<file path="config.mk">
export PLATFORM = sky130hd
export DESIGN_NAME = apb_subsystem
export DESIGN_NICKNAME = d
export VERILOG_FILES = /design/src/apb_subsystem_pkg.sv /design/src/ahb_apb_bridge.sv /design/src/alut_table.sv /design/src/apb_slave_decode.sv /design/src/apb_subsystem.sv
export VERILOG_INCLUDE_DIRS = /design/src
export SDC_FILE = /design/constraint.sdc
export NUM_CORES = 1
export LEC_CHECK = 0
export BUFFER_PORTS_ARGS = -buffer_cell sky130_fd_sc_hd__clkbuf_2
export CORE_AREA = 2 2 208 210
export CTS_CLUSTER_DIAMETER = 40
export DETAILED_ROUTE_END_ITERATION = 10
export DIE_AREA = 0 0 210 212
export GPL_TIMING_DRIVEN = 0
export HOLD_SLACK_MARGIN = 0.12
export MAX_ROUTING_LAYER = met4
export PLACE_DENSITY = 0.83
export SETUP_SLACK_MARGIN = 0.1
export SLEW_MARGIN = 40
export SYNTH_ARGS = -nofsm -noshare
export SYNTH_HDL_FRONTEND = slang
export SYNTH_SLANG_ARGS = --single-unit
</file>
<file path="constraint.sdc">
create_clock -name hclk -period 5.8 [get_ports hclk]
set_clock_uncertainty 0.15 [all_clocks]
set_input_delay 0.58 -clock hclk [delete_from_list [all_inputs] [get_ports hclk]]
set_output_delay 0.58 -clock hclk [all_outputs]
set_load 0.005 [all_outputs]
</file>
<file path="src/apb_subsystem_macros.svh">
`ifndef APB_SUBSYSTEM_MACROS_SVH
`define APB_SUBSYSTEM_MACROS_SVH

// APB slot map
`define APB_SLOT_BASE   32'h00A0_0000
`define APB_SLOT_SHIFT  16
`define APB_NUM_SLOTS   5

// AHB response codes
`define AHB_OKAY        2'b00
`define AHB_ERROR       2'b01

// ALUT geometry
`define ALUT_ENTRIES    8
`define ALUT_OFS_BITS   7

// ALUT register offsets within slot 0
`define ALUT_KEY_LO     7'h00
`define ALUT_KEY_HI     7'h04
`define ALUT_PORT       7'h08
`define ALUT_CMD        7'h0C
`define ALUT_STATUS     7'h10
`define ALUT_COUNT      7'h14

// Values written to ALUT_CMD
`define ALUT_CMD_LEARN  32'd1
`define ALUT_CMD_LOOKUP 32'd2
`define ALUT_CMD_CLEAR  32'd3

`endif

</file>
<file path="src/apb_subsystem_pkg.sv">
`default_nettype none

`include "apb_subsystem_macros.svh"

package apb_subsystem_pkg;

   // --------------------
   // Bus and table vectors
   typedef logic [31:0] addr_t;
   typedef logic [31:0] data_t;
   typedef logic [1:0]  htrans_t;
   // OKAY or ERROR only
   typedef logic [1:0]  hresp_t;
   typedef logic [47:0] mac_addr_t;
   typedef logic [1:0]  port_t;
   // One bit per APB slot
   typedef logic [`APB_NUM_SLOTS-1:0] slot_sel_t;

   // Bridge FSM
   typedef enum logic [2:0] {
      IDLE,
      SETUP,
      ACCESS,
      ERR1,
      ERR2
   } bridge_state_e;

   // --------------------
   // AHB-Lite master to subsystem
   typedef struct packed {
      logic    hsel;
      addr_t   haddr;
      htrans_t htrans;
      logic [2:0] hsize;
      logic    hwrite;
      data_t   hwdata;
      logic    hready_in;
   } ahb_req_t;

   // Subsystem back to master
   typedef struct packed {
      data_t  hrdata;
      logic   hready;
      hresp_t hresp;
   } ahb_rsp_t;

   // Shared APB request, selects travel apart
   typedef struct packed {
      addr_t paddr;
      logic  pwrite;
      logic  penable;
      data_t pwdata;
   } apb_req_t;

   // Muxed slot response
   typedef struct packed {
      data_t prdata;
      logic  pready;
      logic  no_slave;
   } apb_rsp_t;

endpackage

`default_nettype wire

</file>
<file path="src/ahb_apb_bridge.sv">
`timescale 1ns/10ps
`default_nettype none

`include "apb_subsystem_macros.svh"

module ahb_apb_bridge (
   input  logic                        hclk,
   input  logic                        rst_n,
   input  apb_subsystem_pkg::ahb_req_t ahb_req,
   output apb_subsystem_pkg::ahb_rsp_t ahb_rsp,
   output apb_subsystem_pkg::apb_req_t apb_req,
   output logic                        psel_en,
   input  apb_subsystem_pkg::apb_rsp_t apb_rsp
);

   // FSM state
   apb_subsystem_pkg::bridge_state_e state;
   apb_subsystem_pkg::bridge_state_e state_nxt;

   // Captured transfer
   apb_subsystem_pkg::addr_t addr_q;
   logic                     write_q;
   apb_subsystem_pkg::data_t wdata_q;
   apb_subsystem_pkg::data_t rdata_q;

   // Handshake
   logic hready_int;
   logic accept;
   logic apb_done;

   // --------------------
   // AHB address phase

   // Ready only between transfers and in last error cycle
   assign hready_int = (state == apb_subsystem_pkg::IDLE) ||
                       (state == apb_subsystem_pkg::ERR2);

   // NONSEQ or SEQ with global ready high
   assign accept = hready_int && ahb_req.hsel && ahb_req.htrans[1] &&
                   ahb_req.hready_in;

   // APB access phase finished by the selected slot
   assign apb_done = (state == apb_subsystem_pkg::ACCESS) && apb_rsp.pready;

   // --------------------
   // FSM

   always_comb begin
      state_nxt = state;
      case (state)
         apb_subsystem_pkg::IDLE,
         apb_subsystem_pkg::ERR2: begin
            // New transfer may follow an error directly
            if (accept) begin
               state_nxt = apb_subsystem_pkg::SETUP;
            end else begin
               state_nxt = apb_subsystem_pkg::IDLE;
            end
         end
         apb_subsystem_pkg::SETUP: begin
            state_nxt = apb_subsystem_pkg::ACCESS;
         end
         apb_subsystem_pkg::ACCESS: begin
            // Hold here while slot stalls
            if (apb_rsp.pready) begin
               if (apb_rsp.no_slave) begin
                  state_nxt = apb_subsystem_pkg::ERR1;
               end else begin
                  state_nxt = apb_subsystem_pkg::IDLE;
               end
            end
         end
         apb_subsystem_pkg::ERR1: begin
            state_nxt = apb_subsystem_pkg::ERR2;
         end
         default: begin
            state_nxt = apb_subsystem_pkg::IDLE;
         end
      endcase
   end

   always_ff @(posedge hclk) begin
      if (!rst_n) begin
         state <= apb_subsystem_pkg::IDLE;
      end else begin
         state <= state_nxt;
      end
   end

   // --------------------
   // Data path

   always_ff @(posedge hclk) begin
      // Address and direction at acceptance
      if (accept) begin
         addr_q  <= ahb_req.haddr;
         write_q <= ahb_req.hwrite;
      end
      // AHB data phase coincides with SETUP
      if (state == apb_subsystem_pkg::SETUP) begin
         wdata_q <= ahb_req.hwdata;
      end
      // Read data held until hready
      if (apb_done && !apb_rsp.no_slave && !write_q) begin
         rdata_q <= apb_rsp.prdata;
      end
   end

   // APB request
   always_comb begin
      apb_req.paddr   = addr_q;
      apb_req.pwrite  = write_q;
      apb_req.penable = (state == apb_subsystem_pkg::ACCESS);
      // hwdata passes straight through in SETUP, register afterwards
      if (state == apb_subsystem_pkg::SETUP) begin
         apb_req.pwdata = ahb_req.hwdata;
      end else begin
         apb_req.pwdata = wdata_q;
      end
   end

   // Decoder selects only in SETUP and ACCESS
   assign psel_en = (state == apb_subsystem_pkg::SETUP) ||
                    (state == apb_subsystem_pkg::ACCESS);

   // AHB response
   always_comb begin
      ahb_rsp.hrdata = rdata_q;
      ahb_rsp.hready = hready_int;
      if ((state == apb_subsystem_pkg::ERR1) || (state == apb_subsystem_pkg::ERR2)) begin
         ahb_rsp.hresp = `AHB_ERROR;
      end else begin
         ahb_rsp.hresp = `AHB_OKAY;
      end
   end

endmodule

`default_nettype wire

</file>
<file path="src/alut_table.sv">
`timescale 1ns/10ps
`default_nettype none

`include "apb_subsystem_macros.svh"

module alut_table (
   input  logic                        hclk,
   input  logic                        rst_n,
   input  logic                        psel,
   input  apb_subsystem_pkg::apb_req_t apb_req,
   output apb_subsystem_pkg::data_t    prdata
);

   localparam int IDX_W = $clog2(`ALUT_ENTRIES);
   localparam int CNT_W = $clog2(`ALUT_ENTRIES + 1);

   // APB decode
   logic [`ALUT_OFS_BITS-1:0] ofs;
   logic                      wr_en;
   logic                      cmd_wr;

   // Software visible registers
   apb_subsystem_pkg::data_t     key_lo;
   logic [15:0]                  key_hi;
   apb_subsystem_pkg::port_t     port_reg;
   apb_subsystem_pkg::mac_addr_t key;

   // Table
   logic [`ALUT_ENTRIES-1:0]     ent_valid;
   apb_subsystem_pkg::mac_addr_t ent_mac  [`ALUT_ENTRIES];
   apb_subsystem_pkg::port_t     ent_port [`ALUT_ENTRIES];

   // Search results
   logic             match;
   logic [IDX_W-1:0] match_idx;
   logic             free;
   logic [IDX_W-1:0] free_idx;
   logic [IDX_W-1:0] fill_idx;

   // Replacement, lookup result and count
   logic [IDX_W-1:0]         repl_ptr;
   logic                     lkp_hit;
   apb_subsystem_pkg::port_t lkp_port;
   logic [CNT_W-1:0]         count;

   // pready is tied high, so one ACCESS cycle per write
   assign ofs    = apb_req.paddr[`ALUT_OFS_BITS-1:0];
   assign wr_en  = psel && apb_req.penable && apb_req.pwrite;
   assign cmd_wr = wr_en && (ofs == `ALUT_CMD);
   assign key    = {key_hi, key_lo};

   // --------------------
   // Register writes

   always_ff @(posedge hclk) begin
      if (wr_en && (ofs == `ALUT_KEY_LO)) begin
         key_lo <= apb_req.pwdata;
      end
      if (wr_en && (ofs == `ALUT_KEY_HI)) begin
         key_hi <= apb_req.pwdata[15:0];
      end
      if (wr_en && (ofs == `ALUT_PORT)) begin
         port_reg <= apb_req.pwdata[1:0];
      end
   end

   // --------------------
   // Table search

   always_comb begin
      match     = 1'b0;
      match_idx = '0;
      free      = 1'b0;
      free_idx  = '0;
      for (int i = 0; i < `ALUT_ENTRIES; i++) begin
         if (ent_valid[i] && (ent_mac[i] == key)) begin
            match     = 1'b1;
            match_idx = IDX_W'(i);
         end
      end
      // Downward scan leaves the lowest free entry
      for (int i = `ALUT_ENTRIES - 1; i >= 0; i--) begin
         if (!ent_valid[i]) begin
            free     = 1'b1;
            free_idx = IDX_W'(i);
         end
      end
   end

   // Full table falls back to round robin
   assign fill_idx = free ? free_idx : repl_ptr;

   // Entry contents
   always_ff @(posedge hclk) begin
      if (cmd_wr && (apb_req.pwdata == `ALUT_CMD_LEARN)) begin
         if (match) begin
            // Relearn only moves the port
            ent_port[match_idx] <= port_reg;
         end else begin
            ent_mac[fill_idx]  <= key;
            ent_port[fill_idx] <= port_reg;
         end
      end
   end

   // --------------------
   // Command control

   always_ff @(posedge hclk) begin
      if (!rst_n) begin
         ent_valid <= '0;
         count     <= '0;
         repl_ptr  <= '0;
         lkp_hit   <= 1'b0;
         lkp_port  <= '0;
      end else if (cmd_wr) begin
         case (apb_req.pwdata)
            `ALUT_CMD_LEARN: begin
               if (!match) begin
                  ent_valid[fill_idx] <= 1'b1;
                  if (free) begin
                     count <= count + 1'b1;
                  end else begin
                     // Wraps modulo table depth
                     repl_ptr <= repl_ptr + 1'b1;
                  end
               end
            end
            `ALUT_CMD_LOOKUP: begin
               lkp_hit  <= match;
               lkp_port <= match ? ent_port[match_idx] : '0;
            end
            `ALUT_CMD_CLEAR: begin
               ent_valid <= '0;
               count     <= '0;
               repl_ptr  <= '0;
               lkp_hit   <= 1'b0;
               lkp_port  <= '0;
            end
            default: begin
            end
         endcase
      end
   end

   // --------------------
   // Read mux

   always_comb begin
      case (ofs)
         `ALUT_KEY_LO: prdata = key_lo;
         `ALUT_KEY_HI: prdata = {16'h0, key_hi};
         `ALUT_PORT:   prdata = {30'h0, port_reg};
         // Bit 0 hit, bits 2:1 port
         `ALUT_STATUS: prdata = {29'h0, lkp_port, lkp_hit};
         `ALUT_COUNT:  prdata = {{(32 - CNT_W){1'b0}}, count};
         default:      prdata = '0;
      endcase
   end

endmodule

`default_nettype wire

</file>
<file path="src/apb_slave_decode.sv">
`timescale 1ns/10ps
`default_nettype none

`include "apb_subsystem_macros.svh"

module apb_slave_decode (
   input  apb_subsystem_pkg::apb_req_t  apb_req,
   input  logic                         psel_en,
   output apb_subsystem_pkg::slot_sel_t psel,
   input  apb_subsystem_pkg::data_t     prdata_slot [`APB_NUM_SLOTS],
   input  apb_subsystem_pkg::slot_sel_t pready_slot,
   output apb_subsystem_pkg::apb_rsp_t  apb_rsp
);

   apb_subsystem_pkg::addr_t     ofs;
   apb_subsystem_pkg::addr_t     slot_num;
   apb_subsystem_pkg::slot_sel_t slot_hit;

   // Offset from slot 0, addresses below the base wrap high and miss
   assign ofs      = apb_req.paddr - `APB_SLOT_BASE;
   assign slot_num = ofs >> `APB_SLOT_SHIFT;

   // One-hot range match
   always_comb begin
      slot_hit = '0;
      for (int i = 0; i < `APB_NUM_SLOTS; i++) begin
         if (slot_num == apb_subsystem_pkg::addr_t'(i)) begin
            slot_hit[i] = 1'b1;
         end
      end
   end

   // Selects only while bridge asks
   assign psel = psel_en ? slot_hit : '0;

   // --------------------
   // Response mux

   always_comb begin
      // Nothing matched, complete at once and flag it
      apb_rsp.prdata   = '0;
      apb_rsp.pready   = 1'b1;
      apb_rsp.no_slave = ~|slot_hit;
      for (int i = 0; i < `APB_NUM_SLOTS; i++) begin
         if (slot_hit[i]) begin
            apb_rsp.prdata = prdata_slot[i];
            apb_rsp.pready = pready_slot[i];
         end
      end
   end

endmodule

`default_nettype wire

</file>
<file path="src/apb_subsystem.sv">
`timescale 1ns/10ps
`default_nettype none

`include "apb_subsystem_macros.svh"

module apb_subsystem (
   input  logic                        hclk,
   input  logic                        rst_n,
   input  apb_subsystem_pkg::ahb_req_t ahb_req,
   output apb_subsystem_pkg::ahb_rsp_t ahb_rsp,
   output apb_subsystem_pkg::apb_req_t apb_req,
   output logic [3:0]                  psel_mac,
   input  apb_subsystem_pkg::data_t    prdata_mac [4],
   input  logic [3:0]                  pready_mac
);

   logic                         psel_en;
   apb_subsystem_pkg::slot_sel_t psel;
   apb_subsystem_pkg::apb_rsp_t  apb_rsp;
   apb_subsystem_pkg::data_t     prdata_alut;
   apb_subsystem_pkg::data_t     prdata_slot [`APB_NUM_SLOTS];
   apb_subsystem_pkg::slot_sel_t pready_slot;

   // --------------------
   // Slot map
   // Slot 0 ALUT, slots 1 to 4 external MACs
   assign prdata_slot[0] = prdata_alut;
   assign prdata_slot[1] = prdata_mac[0];
   assign prdata_slot[2] = prdata_mac[1];
   assign prdata_slot[3] = prdata_mac[2];
   assign prdata_slot[4] = prdata_mac[3];

   // ALUT never stalls
   assign pready_slot = {pready_mac, 1'b1};
   assign psel_mac    = psel[`APB_NUM_SLOTS-1:1];

   ahb_apb_bridge i_ahb_apb_bridge (
      .hclk    (hclk),
      .rst_n   (rst_n),
      .ahb_req (ahb_req),
      .ahb_rsp (ahb_rsp),
      .apb_req (apb_req),
      .psel_en (psel_en),
      .apb_rsp (apb_rsp)
   );

   apb_slave_decode i_apb_slave_decode (
      .apb_req     (apb_req),
      .psel_en     (psel_en),
      .psel        (psel),
      .prdata_slot (prdata_slot),
      .pready_slot (pready_slot),
      .apb_rsp     (apb_rsp)
   );

   alut_table i_alut_table (
      .hclk    (hclk),
      .rst_n   (rst_n),
      .psel    (psel[0]),
      .apb_req (apb_req),
      .prdata  (prdata_alut)
   );

endmodule

`default_nettype wire

</file>
==> flow_summary.ini <==
[outcome]
status = finished, final reports clean

[critical_path]
timing.rr.start = i_alut_table.key_lo[31]$_DFFE_PP_
crit_end = i_alut_table.ent_mac[5][6]$_DFFE_PP_
worst-path-max-fanout = 19
end_kind = flip-flop
crit_path_frequent_cell = buf_8
max_stage_delay_ps = 900
crit_cells = 11
startpoint = i_alut_table.key_lo[31]$_DFFE_PP_
worst-r2r-setup-slack_ps = 590
cpMaxStageDelayCell = edfxtp_1
crit_buf_inv = 4
reg2reg_to = i_alut_table.ent_mac[5][6]$_DFFE_PP_
path_cells = buf_2 -> nor2b_1 -> a2111oi_1 -> nand4_1 -> o31ai_2 -> nor4_4 -> nand2b_1 -> nor2_4 -> buf_8 -> buf_16 -> buf_8
cp-start-kind = flip-flop
reg2reg_depth = 11
cp_top_family = compound AO/OA/AOI/OAI gates
critPathKind = reg2reg
arrival_ps = 5400
critPathRequiredTime_ps = 5990

[clock_tree]
cts.sinks = 568
cts_resized = 0
numCtsBuffers = 72
cts_tree = done
cts.path.max_buffers = 3
clock_latency_ps = 620
cts_root_buffer = clkbuf_16
clk_pin_slew_worst_paths_ps = 60
htree_levels = 3

[drt]
ant_nets = 0
wl_met3_um = 11000
wl_um = 81400
met2_length_um = 37300
top_layer = met4
first_pass_iters = 9
wirelength_met1_um = 26300
vias_per_cell = 6.48
drcViolationCount = 0
vias = 17500
drt-initial-drc-count = 2905
routedWlPerCell_um = 30.2

[layout]
largest_reg_flops = 384
multiInputGateArea_sq_mm = 0.00732
regMostFlops = i_alut_table.ent_mac
seq_area_sq_mm = 0.0165
nets = 2300
final_cell_count_no_fill = 2699
fin_area_sq_mm = 0.0301
syn_to_final_growth_pct = 24.4
utilization = 0.708
fillers = 2538
layout-drive-gt1-share = 0.269

[place]
placed_cell_area_sq_mm = 0.0270
numPlacedInstances = 2504
dpl.hpwl_um = 55000
pre_cts_ws_ps = 771
finalWeightedCongestion = 0.956
port_buffers = 305

[global_routing]
grt_pass1_vias = 17500
grt_use_total = 0.380
grt_pass1_wl_um = 116000
gr-total-overflow = 0
grt_max_degree = 28
grt_antenna_before_repair = 7

[synthesis]
synth_edf_count = 515
netlist_instances = 1626
synthAdderAreaFrac = 0.00155
synthMuxAreaShare = 0.0264
seq_area_frac_synth = 0.683
yosysWarnings = 0
yosysMostFrequentCell = edfxtp_1
synth_top_area_share = 0.639
synth_top_area_cell = edfxtp_1
synth_compound_area_frac = 0.0586
synth_top_family_by_area = XOR/XNOR gates
avgSynthCellArea_sq_um = 14.9
ys.flop_type = edfxtp_1
synth_commonest_cells = edfxtp_1 (515), xnor2_1 (205), xor2_1 (151)
async_reset_ff_frac = 0
syn_nets = 1835
synth_xor_area_frac = 0.129
synth_area_leaders = edfxtp_1 (64%), xnor2_1 (7.4%), xor2_1 (5.5%)
synth_cell_type_count = 69
synthSimpleGateAreaFrac = 0.0812
ys_ff_latch = 568
syn_area_sq_mm = 0.0242

[timing]
setup_violations = 0
post-route-period-util = 0.898
maxSlewViolCount = 0
rsz0062_at_grt = no
hold_violations = 0
worst_slew_pin_slew_ps = 976
period_needed_ps = 5210
finalSetupTns_ps = 0
final.setup.worst_slack_ps = 592
hold_slack_ps = 134
max_freq_mhz = 192
maxSlewHeadroom = 0.343

[pwr]
leakagePower_nw = 10.6
vdd_drop_max_mv = 0.284
totalPowerFinal_mw = 9.54
cellPowerDensity_mw_per_mm2 = 317

[floorplanning]
dieHeight_um = 212
fp-row-count = 76
die_w_um = 210
ioPinCount = 311
coreArea_sq_mm = 0.0425
dieArea_sq_mm = 0.0445
start_util = 0.569

[hold_path]
hold_path_class = in2reg

[run]
max_cap_violations = 0
area by class of cell:
| cell class | instances | share of cell area |
|---|---|---|
| Antenna cell | 5 | 0.000416 |
| Buffer | 75 | 0.0119 |
| Clock buffer | 84 | 0.0628 |
| Clock inverter | 47 | 0.0171 |
| Inverter | 32 | 0.00399 |
| Multi-Input combinational cell | 951 | 0.243 |
| Sequential cell | 568 | 0.549 |
| Tap cell | 546 | 0.0227 |
| Timing Repair Buffer | 391 | 0.0884 |
layer usage:
layer | vias to the layer above | GRT usage
met5 | - | -
met4 | 0 | 0.262
met3 | 381 | 0.114
met2 | 1589 | 0.588
met1 | 8404 | 0.427
li1 | 7114 | -
how the worst min path moves through the flow:
stage,start,end,cells past startpoint
after floorplan,i_alut_table.lkp_hit$_SDFFE_PN0P_,i_alut_table.lkp_hit$_SDFFE_PN0P_,2
after global placement,i_alut_table.repl_ptr[2]$_SDFFE_PN0P_,i_alut_table.repl_ptr[2]$_SDFFE_PN0P_,2
after detailed placement,i_alut_table.lkp_hit$_SDFFE_PN0P_,i_alut_table.lkp_hit$_SDFFE_PN0P_,2
after CTS,ahb_req[7],i_ahb_apb_bridge.wdata_q[6]$_DFF_P_,2
after global routing,prdata_mac[24],i_ahb_apb_bridge.rdata_q[24]$_DFFE_PP_,2
final,prdata_mac[24],i_ahb_apb_bridge.rdata_q[24]$_DFFE_PP_,2
cell families after synthesis:
kind of cell / Yosys count
AND/OR/NAND/NOR: 348
adder cells (fa/ha/maj): 3
other: 1
multiplexers: 58
flip-flops: 568
buffers and inverters: 107
AO/OA/AOI/OAI: 185
XOR/XNOR: 356
placed cells by master (no fill, tap or decap), types with 7 or more instances in the layout:
master,synthesis,layout
buf_2,48,49
clkbuf_2,0,305
o22ai_1,10,10
mux2_2,37,37
o21a_1,8,8
and3_1,8,7
nor4_1,62,57
nor3_1,16,15
clkbuf_16,0,73
nor2_1,58,46
dfxtp_1,53,53
a22oi_1,7,7
nor2_4,0,9
o2111ai_1,11,11
mux2i_1,20,20
inv_1,32,32
nand2_1,43,43
xor2_1,151,151
clkinv_2,0,11
nand2b_1,33,33
o211ai_1,19,19
nor2b_1,14,14
buf_16,0,14
nand4_1,62,62
inv_6,0,10
dlygate4sd3_1,0,58
xnor2_1,205,205
buf_8,0,8
a21oi_1,28,28
a21o_1,14,14
edfxtp_1,515,515
a222oi_1,29,29
buf_4,4,8
o21ai_0,14,14
nand3_1,14,14
clkbuf_1,20,29
power breakdown:
group	internal (mW)	switching, mW	total (mW)
sequential	4.54	0.0556	4.60
clock	2.65	1.82	4.48
combinational	0.225	0.241	0.466
timing repair:
action                    CTS  global route
setup buffers               0             0
hold endpoints to repair   58             0
hold buffers               58             0
No activity file was read; power rests on OpenSTA's default activity.
